==> config.mk <==
export PLATFORM = sky130hd
export DESIGN_NAME = wh_router
export DESIGN_NICKNAME = d
export VERILOG_FILES = /design/src/hdl/noc_pkg.sv /design/src/hdl/route_pkg.sv /design/src/hdl/wh_flit_counter.sv /design/src/hdl/wh_input_port.sv /design/src/hdl/wh_output_ctrl.sv /design/src/hdl/wh_crossbar.sv /design/src/hdl/wh_router.sv
export SDC_FILE = /design/constraint.sdc
export NUM_CORES = 1
export LEC_CHECK = 0
export BUFFER_PORTS_ARGS = -buffer_cell sky130_fd_sc_hd__buf_4
export CORE_UTILIZATION = 29
export CTS_CLUSTER_SIZE = 14
export DETAILED_ROUTE_END_ITERATION = 10
export GPL_ROUTABILITY_DRIVEN = 0
export GPL_TIMING_DRIVEN = 0
export PLACE_DENSITY_LB_ADDON = 0.05
export SLEW_MARGIN = 20
export SYNTH_ARGS = -nofsm -noshare
export SYNTH_HDL_FRONTEND = slang
export SYNTH_SLANG_ARGS = --single-unit
==> constraint.sdc <==
create_clock -name clk_i -period 19.9 [get_ports clk_i]
set_input_delay 1.99 -clock clk_i [delete_from_list [all_inputs] [get_ports clk_i]]
set_output_delay 1.99 -clock clk_i [all_outputs]
set_load 0.01 [all_outputs]
==> src/hdl/noc_pkg.sv <==
package noc_pkg;

   // Tile coordinate widths of the mesh.
   localparam int X_CORD_W = 3;
   localparam int Y_CORD_W = 3;

   // Number of body flits that follow a header. A packet carries 0 to 7 of them.
   localparam int LEN_W = 3;

   localparam int FLIT_W = 16;

   // Whatever the routing fields leave over in a header word.
   localparam int HDR_PAYLOAD_W = FLIT_W - X_CORD_W - Y_CORD_W - LEN_W;

   // Header layout with the destination X in the least significant bits.
   typedef struct packed
   {
      logic [HDR_PAYLOAD_W-1:0] hdr_payload;
      logic [LEN_W-1:0]         len;
      logic [Y_CORD_W-1:0]      dest_y;
      logic [X_CORD_W-1:0]      dest_x;
   } flit_hdr_s;

   // One link word. It is a header at a packet boundary and raw payload otherwise.
   typedef union packed
   {
      flit_hdr_s         hdr;
      logic [FLIT_W-1:0] body;
   } flit_u;

endpackage : noc_pkg

==> src/hdl/route_pkg.sv <==
package route_pkg;

   // Local, west, east, north and south.
   localparam int NUM_PORTS = 5;
   localparam int DIR_BITS  = $clog2(NUM_PORTS);

   // Direction codes double as port indices throughout the router.
   typedef enum logic [DIR_BITS-1:0]
   {
      DIR_P = 0,
      DIR_W = 1,
      DIR_E = 2,
      DIR_N = 3,
      DIR_S = 4
   } dir_e;

   // One bit per port, indexed by dir_e. Holds at most one set bit.
   typedef logic [NUM_PORTS-1:0] port_set_t;

endpackage : route_pkg

==> src/hdl/wh_flit_counter.sv <==
`timescale 1ns/1ps

module wh_flit_counter
(
   input  logic                      clk_i,
   input  logic                      arst_n_i,
   input  logic                      load_i,
   input  logic [noc_pkg::LEN_W-1:0] len_i,
   input  logic                      dec_i,
   output logic                      at_boundary_o
);
   import noc_pkg::*;

   logic [LEN_W-1:0] count_q;

   always_ff @(posedge clk_i or negedge arst_n_i)
   begin
      if (!arst_n_i)
      begin
         count_q <= '0;
      end
      else if (load_i)
      begin
         count_q <= len_i;
      end
      else if (dec_i && (count_q != '0))
      begin
         count_q <= count_q - 1'b1;
      end
   end

   // Nothing left of the current packet, so the next flit out is a header.
   assign at_boundary_o = (count_q == '0);

endmodule : wh_flit_counter

==> src/hdl/wh_input_port.sv <==
`timescale 1ns/1ps

module wh_input_port
#(
   parameter int FIFO_DEPTH = 2
)
(
   input  logic                         clk_i,
   input  logic                         arst_n_i,
   input  logic [noc_pkg::X_CORD_W-1:0] my_x_i,
   input  logic [noc_pkg::Y_CORD_W-1:0] my_y_i,
   input  noc_pkg::flit_u               data_i,
   input  logic                         valid_i,
   output logic                         ready_o,
   input  logic                         pop_i,
   output noc_pkg::flit_u               head_o,
   output logic                         head_valid_o,
   output logic                         head_is_hdr_o,
   output logic                         head_is_tail_o,
   output route_pkg::port_set_t         route_o
);
   import noc_pkg::*;
   import route_pkg::*;

   localparam int PTR_W = (FIFO_DEPTH > 1) ? $clog2(FIFO_DEPTH) : 1;
   localparam int CNT_W = $clog2(FIFO_DEPTH + 1);

   logic [FLIT_W-1:0] mem_q [FIFO_DEPTH];
   logic [PTR_W-1:0]  wr_ptr_q;
   logic [PTR_W-1:0]  rd_ptr_q;
   logic [CNT_W-1:0]  count_q;
   logic              push;
   logic              pop;
   logic              last_body;
   logic [LEN_W-1:0]  rest_len;

   function automatic logic [PTR_W-1:0] ptr_inc(input logic [PTR_W-1:0] ptr);
      if (ptr == PTR_W'(FIFO_DEPTH - 1))
      begin
         return '0;
      end
      return ptr + 1'b1;
   endfunction

   assign ready_o = (count_q != CNT_W'(FIFO_DEPTH));
   assign push    = valid_i & ready_o;
   assign pop     = pop_i & head_valid_o;

   always_ff @(posedge clk_i)
   begin
      if (push)
      begin
         mem_q[wr_ptr_q] <= data_i.body;
      end
   end

   always_ff @(posedge clk_i or negedge arst_n_i)
   begin
      if (!arst_n_i)
      begin
         wr_ptr_q <= '0;
         rd_ptr_q <= '0;
         count_q  <= '0;
      end
      else
      begin
         if (push)
         begin
            wr_ptr_q <= ptr_inc(wr_ptr_q);
         end
         if (pop)
         begin
            rd_ptr_q <= ptr_inc(rd_ptr_q);
         end
         count_q <= count_q + CNT_W'(push) - CNT_W'(pop);
      end
   end

   assign head_o.body  = mem_q[rd_ptr_q];
   assign head_valid_o = (count_q != '0);

   // The first counter tracks the body flits still to leave. The second one runs
   // one flit behind it and so flags the last body flit while it sits at the head.
   assign rest_len = (head_o.hdr.len == '0) ? '0 : head_o.hdr.len - 1'b1;

   wh_flit_counter u_pkt_cnt
   (
      .clk_i         (clk_i),
      .arst_n_i      (arst_n_i),
      .load_i        (pop & head_is_hdr_o),
      .len_i         (head_o.hdr.len),
      .dec_i         (pop & ~head_is_hdr_o),
      .at_boundary_o (head_is_hdr_o)
   );

   wh_flit_counter u_last_cnt
   (
      .clk_i         (clk_i),
      .arst_n_i      (arst_n_i),
      .load_i        (pop & head_is_hdr_o),
      .len_i         (rest_len),
      .dec_i         (pop & ~head_is_hdr_o),
      .at_boundary_o (last_body)
   );

   assign head_is_tail_o = head_is_hdr_o ? (head_o.hdr.len == '0) : last_body;

   // XY order. Only meaningful while the head is a header.
   always_comb
   begin
      route_o = '0;
      if (head_o.hdr.dest_x > my_x_i)
      begin
         route_o[DIR_E] = 1'b1;
      end
      else if (head_o.hdr.dest_x < my_x_i)
      begin
         route_o[DIR_W] = 1'b1;
      end
      else if (head_o.hdr.dest_y > my_y_i)
      begin
         route_o[DIR_S] = 1'b1;
      end
      else if (head_o.hdr.dest_y < my_y_i)
      begin
         route_o[DIR_N] = 1'b1;
      end
      else
      begin
         route_o[DIR_P] = 1'b1;
      end
   end

endmodule : wh_input_port

==> src/hdl/wh_output_ctrl.sv <==
`timescale 1ns/1ps

module wh_output_ctrl
#(
   parameter route_pkg::dir_e OUT_DIR = route_pkg::DIR_P
)
(
   input  logic                 clk_i,
   input  logic                 arst_n_i,
   input  route_pkg::port_set_t req_i,
   input  logic                 tail_pop_i,
   output route_pkg::port_set_t grant_o
);
   import route_pkg::*;

   typedef enum logic
   {
      IDLE   = 1'b0,
      LOCKED = 1'b1
   } state_e;

   state_e    state_q;
   port_set_t grant_q;
   port_set_t pick;
   dir_e      pick_dir;
   dir_e      last_q;

   // Round robin. The search starts at the port after the previous winner,
   // so walking backwards lets the nearest requester overwrite the others.
   always_comb
   begin
      int idx;
      idx      = 0;
      pick     = '0;
      pick_dir = last_q;
      for (int k = NUM_PORTS; k >= 1; k--)
      begin
         idx = (int'(last_q) + k) % NUM_PORTS;
         if (req_i[idx])
         begin
            pick      = '0;
            pick[idx] = 1'b1;
            pick_dir  = dir_e'(idx);
         end
      end
   end

   // An idle output grants straight away, without waiting a cycle.
   assign grant_o = (state_q == LOCKED) ? grant_q : pick;

   always_ff @(posedge clk_i or negedge arst_n_i)
   begin
      if (!arst_n_i)
      begin
         state_q <= IDLE;
         grant_q <= '0;
         last_q  <= OUT_DIR;
      end
      else
      begin
         case (state_q)
            IDLE:
            begin
               if (|req_i)
               begin
                  last_q <= pick_dir;
                  // A header-only packet that leaves at once needs no lock.
                  if (!tail_pop_i)
                  begin
                     state_q <= LOCKED;
                     grant_q <= pick;
                  end
               end
            end
            LOCKED:
            begin
               if (tail_pop_i)
               begin
                  state_q <= IDLE;
                  grant_q <= '0;
               end
            end
            default:
            begin
               state_q <= IDLE;
            end
         endcase
      end
   end

endmodule : wh_output_ctrl

==> src/hdl/wh_crossbar.sv <==
`timescale 1ns/1ps

module wh_crossbar
(
   input  route_pkg::port_set_t [route_pkg::NUM_PORTS-1:0] grant_i,
   input  noc_pkg::flit_u       [route_pkg::NUM_PORTS-1:0] head_i,
   input  logic                 [route_pkg::NUM_PORTS-1:0] head_valid_i,
   input  logic                 [route_pkg::NUM_PORTS-1:0] link_ready_i,
   output noc_pkg::flit_u       [route_pkg::NUM_PORTS-1:0] link_data_o,
   output logic                 [route_pkg::NUM_PORTS-1:0] link_valid_o,
   output logic                 [route_pkg::NUM_PORTS-1:0] pop_o
);
   import noc_pkg::*;
   import route_pkg::*;

   // Grants are one-hot per output and an input is granted by one output at most,
   // so each output and each pop has a single source.
   always_comb
   begin
      link_data_o  = '0;
      link_valid_o = '0;
      pop_o        = '0;
      for (int o = 0; o < NUM_PORTS; o++)
      begin
         for (int i = 0; i < NUM_PORTS; i++)
         begin
            if (grant_i[o][i])
            begin
               link_data_o[o]  = head_i[i];
               link_valid_o[o] = head_valid_i[i];
               pop_o[i]        = head_valid_i[i] & link_ready_i[o];
            end
         end
      end
   end

endmodule : wh_crossbar

==> src/hdl/wh_router.sv <==
`timescale 1ns/1ps

module wh_router
#(
   parameter int FIFO_DEPTH = 2
)
(
   input  logic                                     clk_i,
   input  logic                                     arst_n_i,
   input  logic [noc_pkg::X_CORD_W-1:0]             my_x_i,
   input  logic [noc_pkg::Y_CORD_W-1:0]             my_y_i,
   input  noc_pkg::flit_u [route_pkg::NUM_PORTS-1:0] link_data_i,
   input  logic           [route_pkg::NUM_PORTS-1:0] link_valid_i,
   output logic           [route_pkg::NUM_PORTS-1:0] link_ready_o,
   output noc_pkg::flit_u [route_pkg::NUM_PORTS-1:0] link_data_o,
   output logic           [route_pkg::NUM_PORTS-1:0] link_valid_o,
   input  logic           [route_pkg::NUM_PORTS-1:0] link_ready_i
);
   import noc_pkg::*;
   import route_pkg::*;

   flit_u     [NUM_PORTS-1:0] head;
   logic      [NUM_PORTS-1:0] head_valid;
   logic      [NUM_PORTS-1:0] head_is_hdr;
   logic      [NUM_PORTS-1:0] head_is_tail;
   logic      [NUM_PORTS-1:0] pop;
   logic      [NUM_PORTS-1:0] tail_pop;
   port_set_t [NUM_PORTS-1:0] route;
   port_set_t [NUM_PORTS-1:0] req;
   port_set_t [NUM_PORTS-1:0] grant;

   for (genvar i = 0; i < NUM_PORTS; i++)
   begin : g_in
      wh_input_port
      #(
         .FIFO_DEPTH (FIFO_DEPTH)
      )
      u_in_port
      (
         .clk_i          (clk_i),
         .arst_n_i       (arst_n_i),
         .my_x_i         (my_x_i),
         .my_y_i         (my_y_i),
         .data_i         (link_data_i[i]),
         .valid_i        (link_valid_i[i]),
         .ready_o        (link_ready_o[i]),
         .pop_i          (pop[i]),
         .head_o         (head[i]),
         .head_valid_o   (head_valid[i]),
         .head_is_hdr_o  (head_is_hdr[i]),
         .head_is_tail_o (head_is_tail[i]),
         .route_o        (route[i])
      );
   end

   for (genvar o = 0; o < NUM_PORTS; o++)
   begin : g_out
      // Only a waiting header asks for an output. Body flits follow the lock.
      for (genvar i = 0; i < NUM_PORTS; i++)
      begin : g_req
         assign req[o][i] = head_valid[i] & head_is_hdr[i] & route[i][o];
      end

      assign tail_pop[o] = |(grant[o] & pop & head_is_tail);

      wh_output_ctrl
      #(
         .OUT_DIR (dir_e'(o))
      )
      u_out_ctrl
      (
         .clk_i      (clk_i),
         .arst_n_i   (arst_n_i),
         .req_i      (req[o]),
         .tail_pop_i (tail_pop[o]),
         .grant_o    (grant[o])
      );
   end

   wh_crossbar u_xbar
   (
      .grant_i      (grant),
      .head_i       (head),
      .head_valid_i (head_valid),
      .link_ready_i (link_ready_i),
      .link_data_o  (link_data_o),
      .link_valid_o (link_valid_o),
      .pop_o        (pop)
   );

endmodule : wh_router

==> impl_metrics.py <==
metrics = {
    "yosys": {
        "synth.net_count": 3979,
        "syn-cell-area_um2": 30300,
        "synth.distinct_cells": 135,
        "synthTopCellsByCount": "nand2_1, nor2_1, a21oi_1, ha_1, mux2i_1",
        "synth_area_leaders": "edfxtp_1, ha_1, dfrtp_1",
        "synth_cells": 3653,
        "synth_warnings": 0,
        "yosys.cell_count.top_type": "nand2_1",
        "ys.flop_type": "edfxtp_1",
        "synth_top_area_share_pct": 15.8,
        "synth_largest_area_cell": "edfxtp_1",
        "seq_area_frac_synth_pct": 23.7,
        "synth-edff-count": 160,
        "synth_async_sr_flop_share_pct": 37.3,
        "synth-seq-cells": 255,
        "synth_area_per_cell_um2": 8.30,
    },
    "floorplan": {
        "dieHeight_um": 325,
        "dieArea_um2": 106000,
        "rows": 118,
        "core_area_um2": 104000,
        "die-width_um": 325,
        "start_util_pct": 29.3,
        "ios": 188,
    },
    "setup_path": {
        "worst_ep_required_time_ps": 17910,
        "cp_max_fo": 11,
        "r2r_cells": 31,
        "cp.arrival_ps": 10930,
        "crit_type": "flop to output port",
        "endpoint": "link_data_o[5]",
        "worstReg2RegStart": "g_out[3].u_out_ctrl.last_q[0]",
        "crit_start": "g_out[0].u_out_ctrl.last_q[0]",
        "cp-start-kind": "flop",
        "crit_path_end_kind": "output port",
        "reg2reg_to": "g_in[2].u_in_port.count_q[1]",
        "r2r_slack_ps": 9460,
    },
    "sta": {
        "clock_skew_ps": 19.4,
        "slew_violations": 0,
        "fmax_ghz": 0.0774,
        "finalSetupViolations": 0,
        "hold_viol": 0,
        "fin_setup_tns_ps": 0,
        "slew_headroom_pct": 18.5,
        "rsz0062_at_grt": "false",
        "post-route-period-util_pct": 64.9,
        "tightest_slew_ps": 1220,
        "min_period_ps": 12920,
    },
    "detailed_routing": {
        "vias_per_cell": 5.79,
        "drc": 0,
        "drt_iter0_drc": 2794,
        "finalWirelength_um": 133000,
        "wl_per_cell_um": 25.1,
        "vias": 30600,
        "ant_nets": 0,
        "drt_first_pass_iters": 6,
    },
    "finish": {
        "fill_cells": 11000,
        "drive_gt1_share_pct": 14.2,
        "synthToLayoutAreaGrowth_pct": 14.9,
        "nets": 4210,
    },
    "clock_network": {
        "root_buffer": "clkbuf_16",
        "cts_hold_buffers": 0,
        "cts-htree-levels": 2,
        "post_cts_buffers": 0,
        "cts_resized": 0,
        "tritoncts": "done",
        "cts_made_buffers": 35,
        "clk_pin_slew_ps": 70,
        "clk_path_buf_depth": 3,
        "cts_num_sinks": 255,
        "insertion_delay_ps": 570,
    },
    "grt": {
        "grt_pass1_wl_um": 194000,
        "antenna_found_initial": 3,
        "grt_pass1_vias": 29100,
        "grt_remaining_overflow": 0,
        "grt_max_degree": 57,
        "grt_use_total_pct": 24.0,
    },
    "run_status": {
        "outcome": "finished, final reports clean",
    },
    "place": {
        "io_buffers": 187,
        "dpl.hpwl_um": 106000,
    },
    "worst_hold_path": {
        "holdCritPathClass": "flop to flop",
    },
    "flow_run": {
        "cap_violations": 0,
    },
}
## critical path: stages, from the launching register on
cell and delay (ps):
dfrtp_1 470, buf_2 310, buf_1 520, clkbuf_1 540, buf_1 620, clkbuf_1 560
inv_1 220, ha_1 560, clkbuf_1 460, clkinv_1 590, ha_1 600, nor2b_1 180
o21ai_0 380, nand4_1 500, nor2_1 440, o211ai_1 170, o311a_1 230, buf_2 220
o311ai_0 100, o21ai_0 150, a21oi_1 320, clkbuf_1 550, clkinv_1 510, buf_1 470
mux2i_1 460, buf_4 200
## stage by stage
stage	area (um2)	std cells	setup WS, ps	utilization [%]	hold WS (ps)
finish	34900	5290	6980	33.6	495
global route	34900	5289	6430	33.6	523
CTS	34900	5289	7060	33.6	493
detailed placement	33700	5227	7720	32.5	473
global placement	33500	5220	7520	32.3	474
floorplan	30300	3653	11190	-	450
## metal layers
metal	up-vias	share of wire [%]	GRT usage, %
li1	14400	-	-
met1	14900	47	33.5
met2	1111	46	39.0
met3	186	5.2	2.30
met4	4	2.8	6.82
met5	-	0.019	0
## sequential cells by signal, summed over array words and instances (netlist names)
register,flops
g_in.u_in_port.rd_ptr_q,5
g_out.u_out_ctrl.grant_q,25
g_in.u_in_port.count_q,10
g_in.u_in_port.u_last_cnt.count_q,15
g_in.u_in_port.wr_ptr_q,5
g_in.u_in_port.mem_q,160
g_out.u_out_ctrl.state_q,5
g_out.u_out_ctrl.last_q,15
g_in.u_in_port.u_pkt_cnt.count_q,15
## cells in the final DEF, fill, tap and decap left out, types with 21 or more instances in the layout
master / count
inv_1: 208
o21ai_0: 192
mux2_2: 65
nor2b_1: 44
edfxtp_1: 160
nand2_1: 308
o21a_1: 38
xnor2_1: 50
or2_2: 29
nor3_1: 107
o22ai_1: 31
a211o_1: 25
nor4_1: 34
nor2_1: 225
nand3_1: 88
ha_1: 226
and2_1: 55
a22oi_1: 24
nand2b_1: 59
clkbuf_1: 138
a21o_1: 37
o32ai_1: 30
buf_2: 43
o221ai_1: 40
dfrtp_1: 90
buf_4: 202
o21ai_1: 21
a21oi_1: 228
clkbuf_16: 35
and3_1: 38
a31oi_1: 82
o211ai_1: 73
a211oi_1: 58
mux2i_1: 195
or3_1: 40
nand4_1: 23
## logic make-up (layout without fill, tap and decap cells)
family / Yosys count / in the layout / synth area share, %
flip-flops: 255 / 255 / 23.7
AND/OR/NAND/NOR: 1183 / 1183 / 20.2
buffers and inverters: 437 / 693 / 5.85
multiplexers: 277 / 277 / 9.45
adder cells (fa/ha/maj): 228 / 228 / 9.45
XOR/XNOR: 61 / 61 / 2.10
AO/OA/AOI/OAI: 1212 / 1212 / 29.2
other: 0 / 1 / 0
## worst min path at each step
stage	from	to	cells after the start
2_1_floorplan	g_in[2].u_in_port.u_pkt_cnt.count_q[1]	g_in[2].u_in_port.u_pkt_cnt.count_q[1]	2
3_3_place_gp	g_in[2].u_in_port.u_pkt_cnt.count_q[1]	g_in[2].u_in_port.u_pkt_cnt.count_q[1]	2
3_5_place_dp	g_in[4].u_in_port.u_pkt_cnt.count_q[0]	g_in[4].u_in_port.u_pkt_cnt.count_q[0]	1
4_1_cts	g_in[4].u_in_port.u_last_cnt.count_q[2]	g_in[4].u_in_port.u_last_cnt.count_q[2]	2
5_1_grt	g_out[2].u_out_ctrl.grant_q[3]	g_out[2].u_out_ctrl.grant_q[3]	1
6_report	g_in[2].u_in_port.u_pkt_cnt.count_q[1]	g_in[2].u_in_port.u_pkt_cnt.count_q[1]	2
## final cells by class
cell class / count / area, um2 / share of cell area (%)
Clock buffer: 41 / 898 / 2.58
Sequential cell: 255 / 7190 / 20.6
Multi-Input combinational cell: 2961 / 21500 / 61.6
Timing Repair Buffer: 194 / 1500 / 4.31
Tap cell: 1380 / 1730 / 4.95
Antenna cell: 1 / 2.50 / 0.00718
Buffer: 205 / 902 / 2.59
Inverter: 232 / 873 / 2.50
Clock inverter: 21 / 308 / 0.883
Power is left out: the tool's default activity adds up to more than one toggle a clock period on the data nets, which glitch-free logic cannot reach.
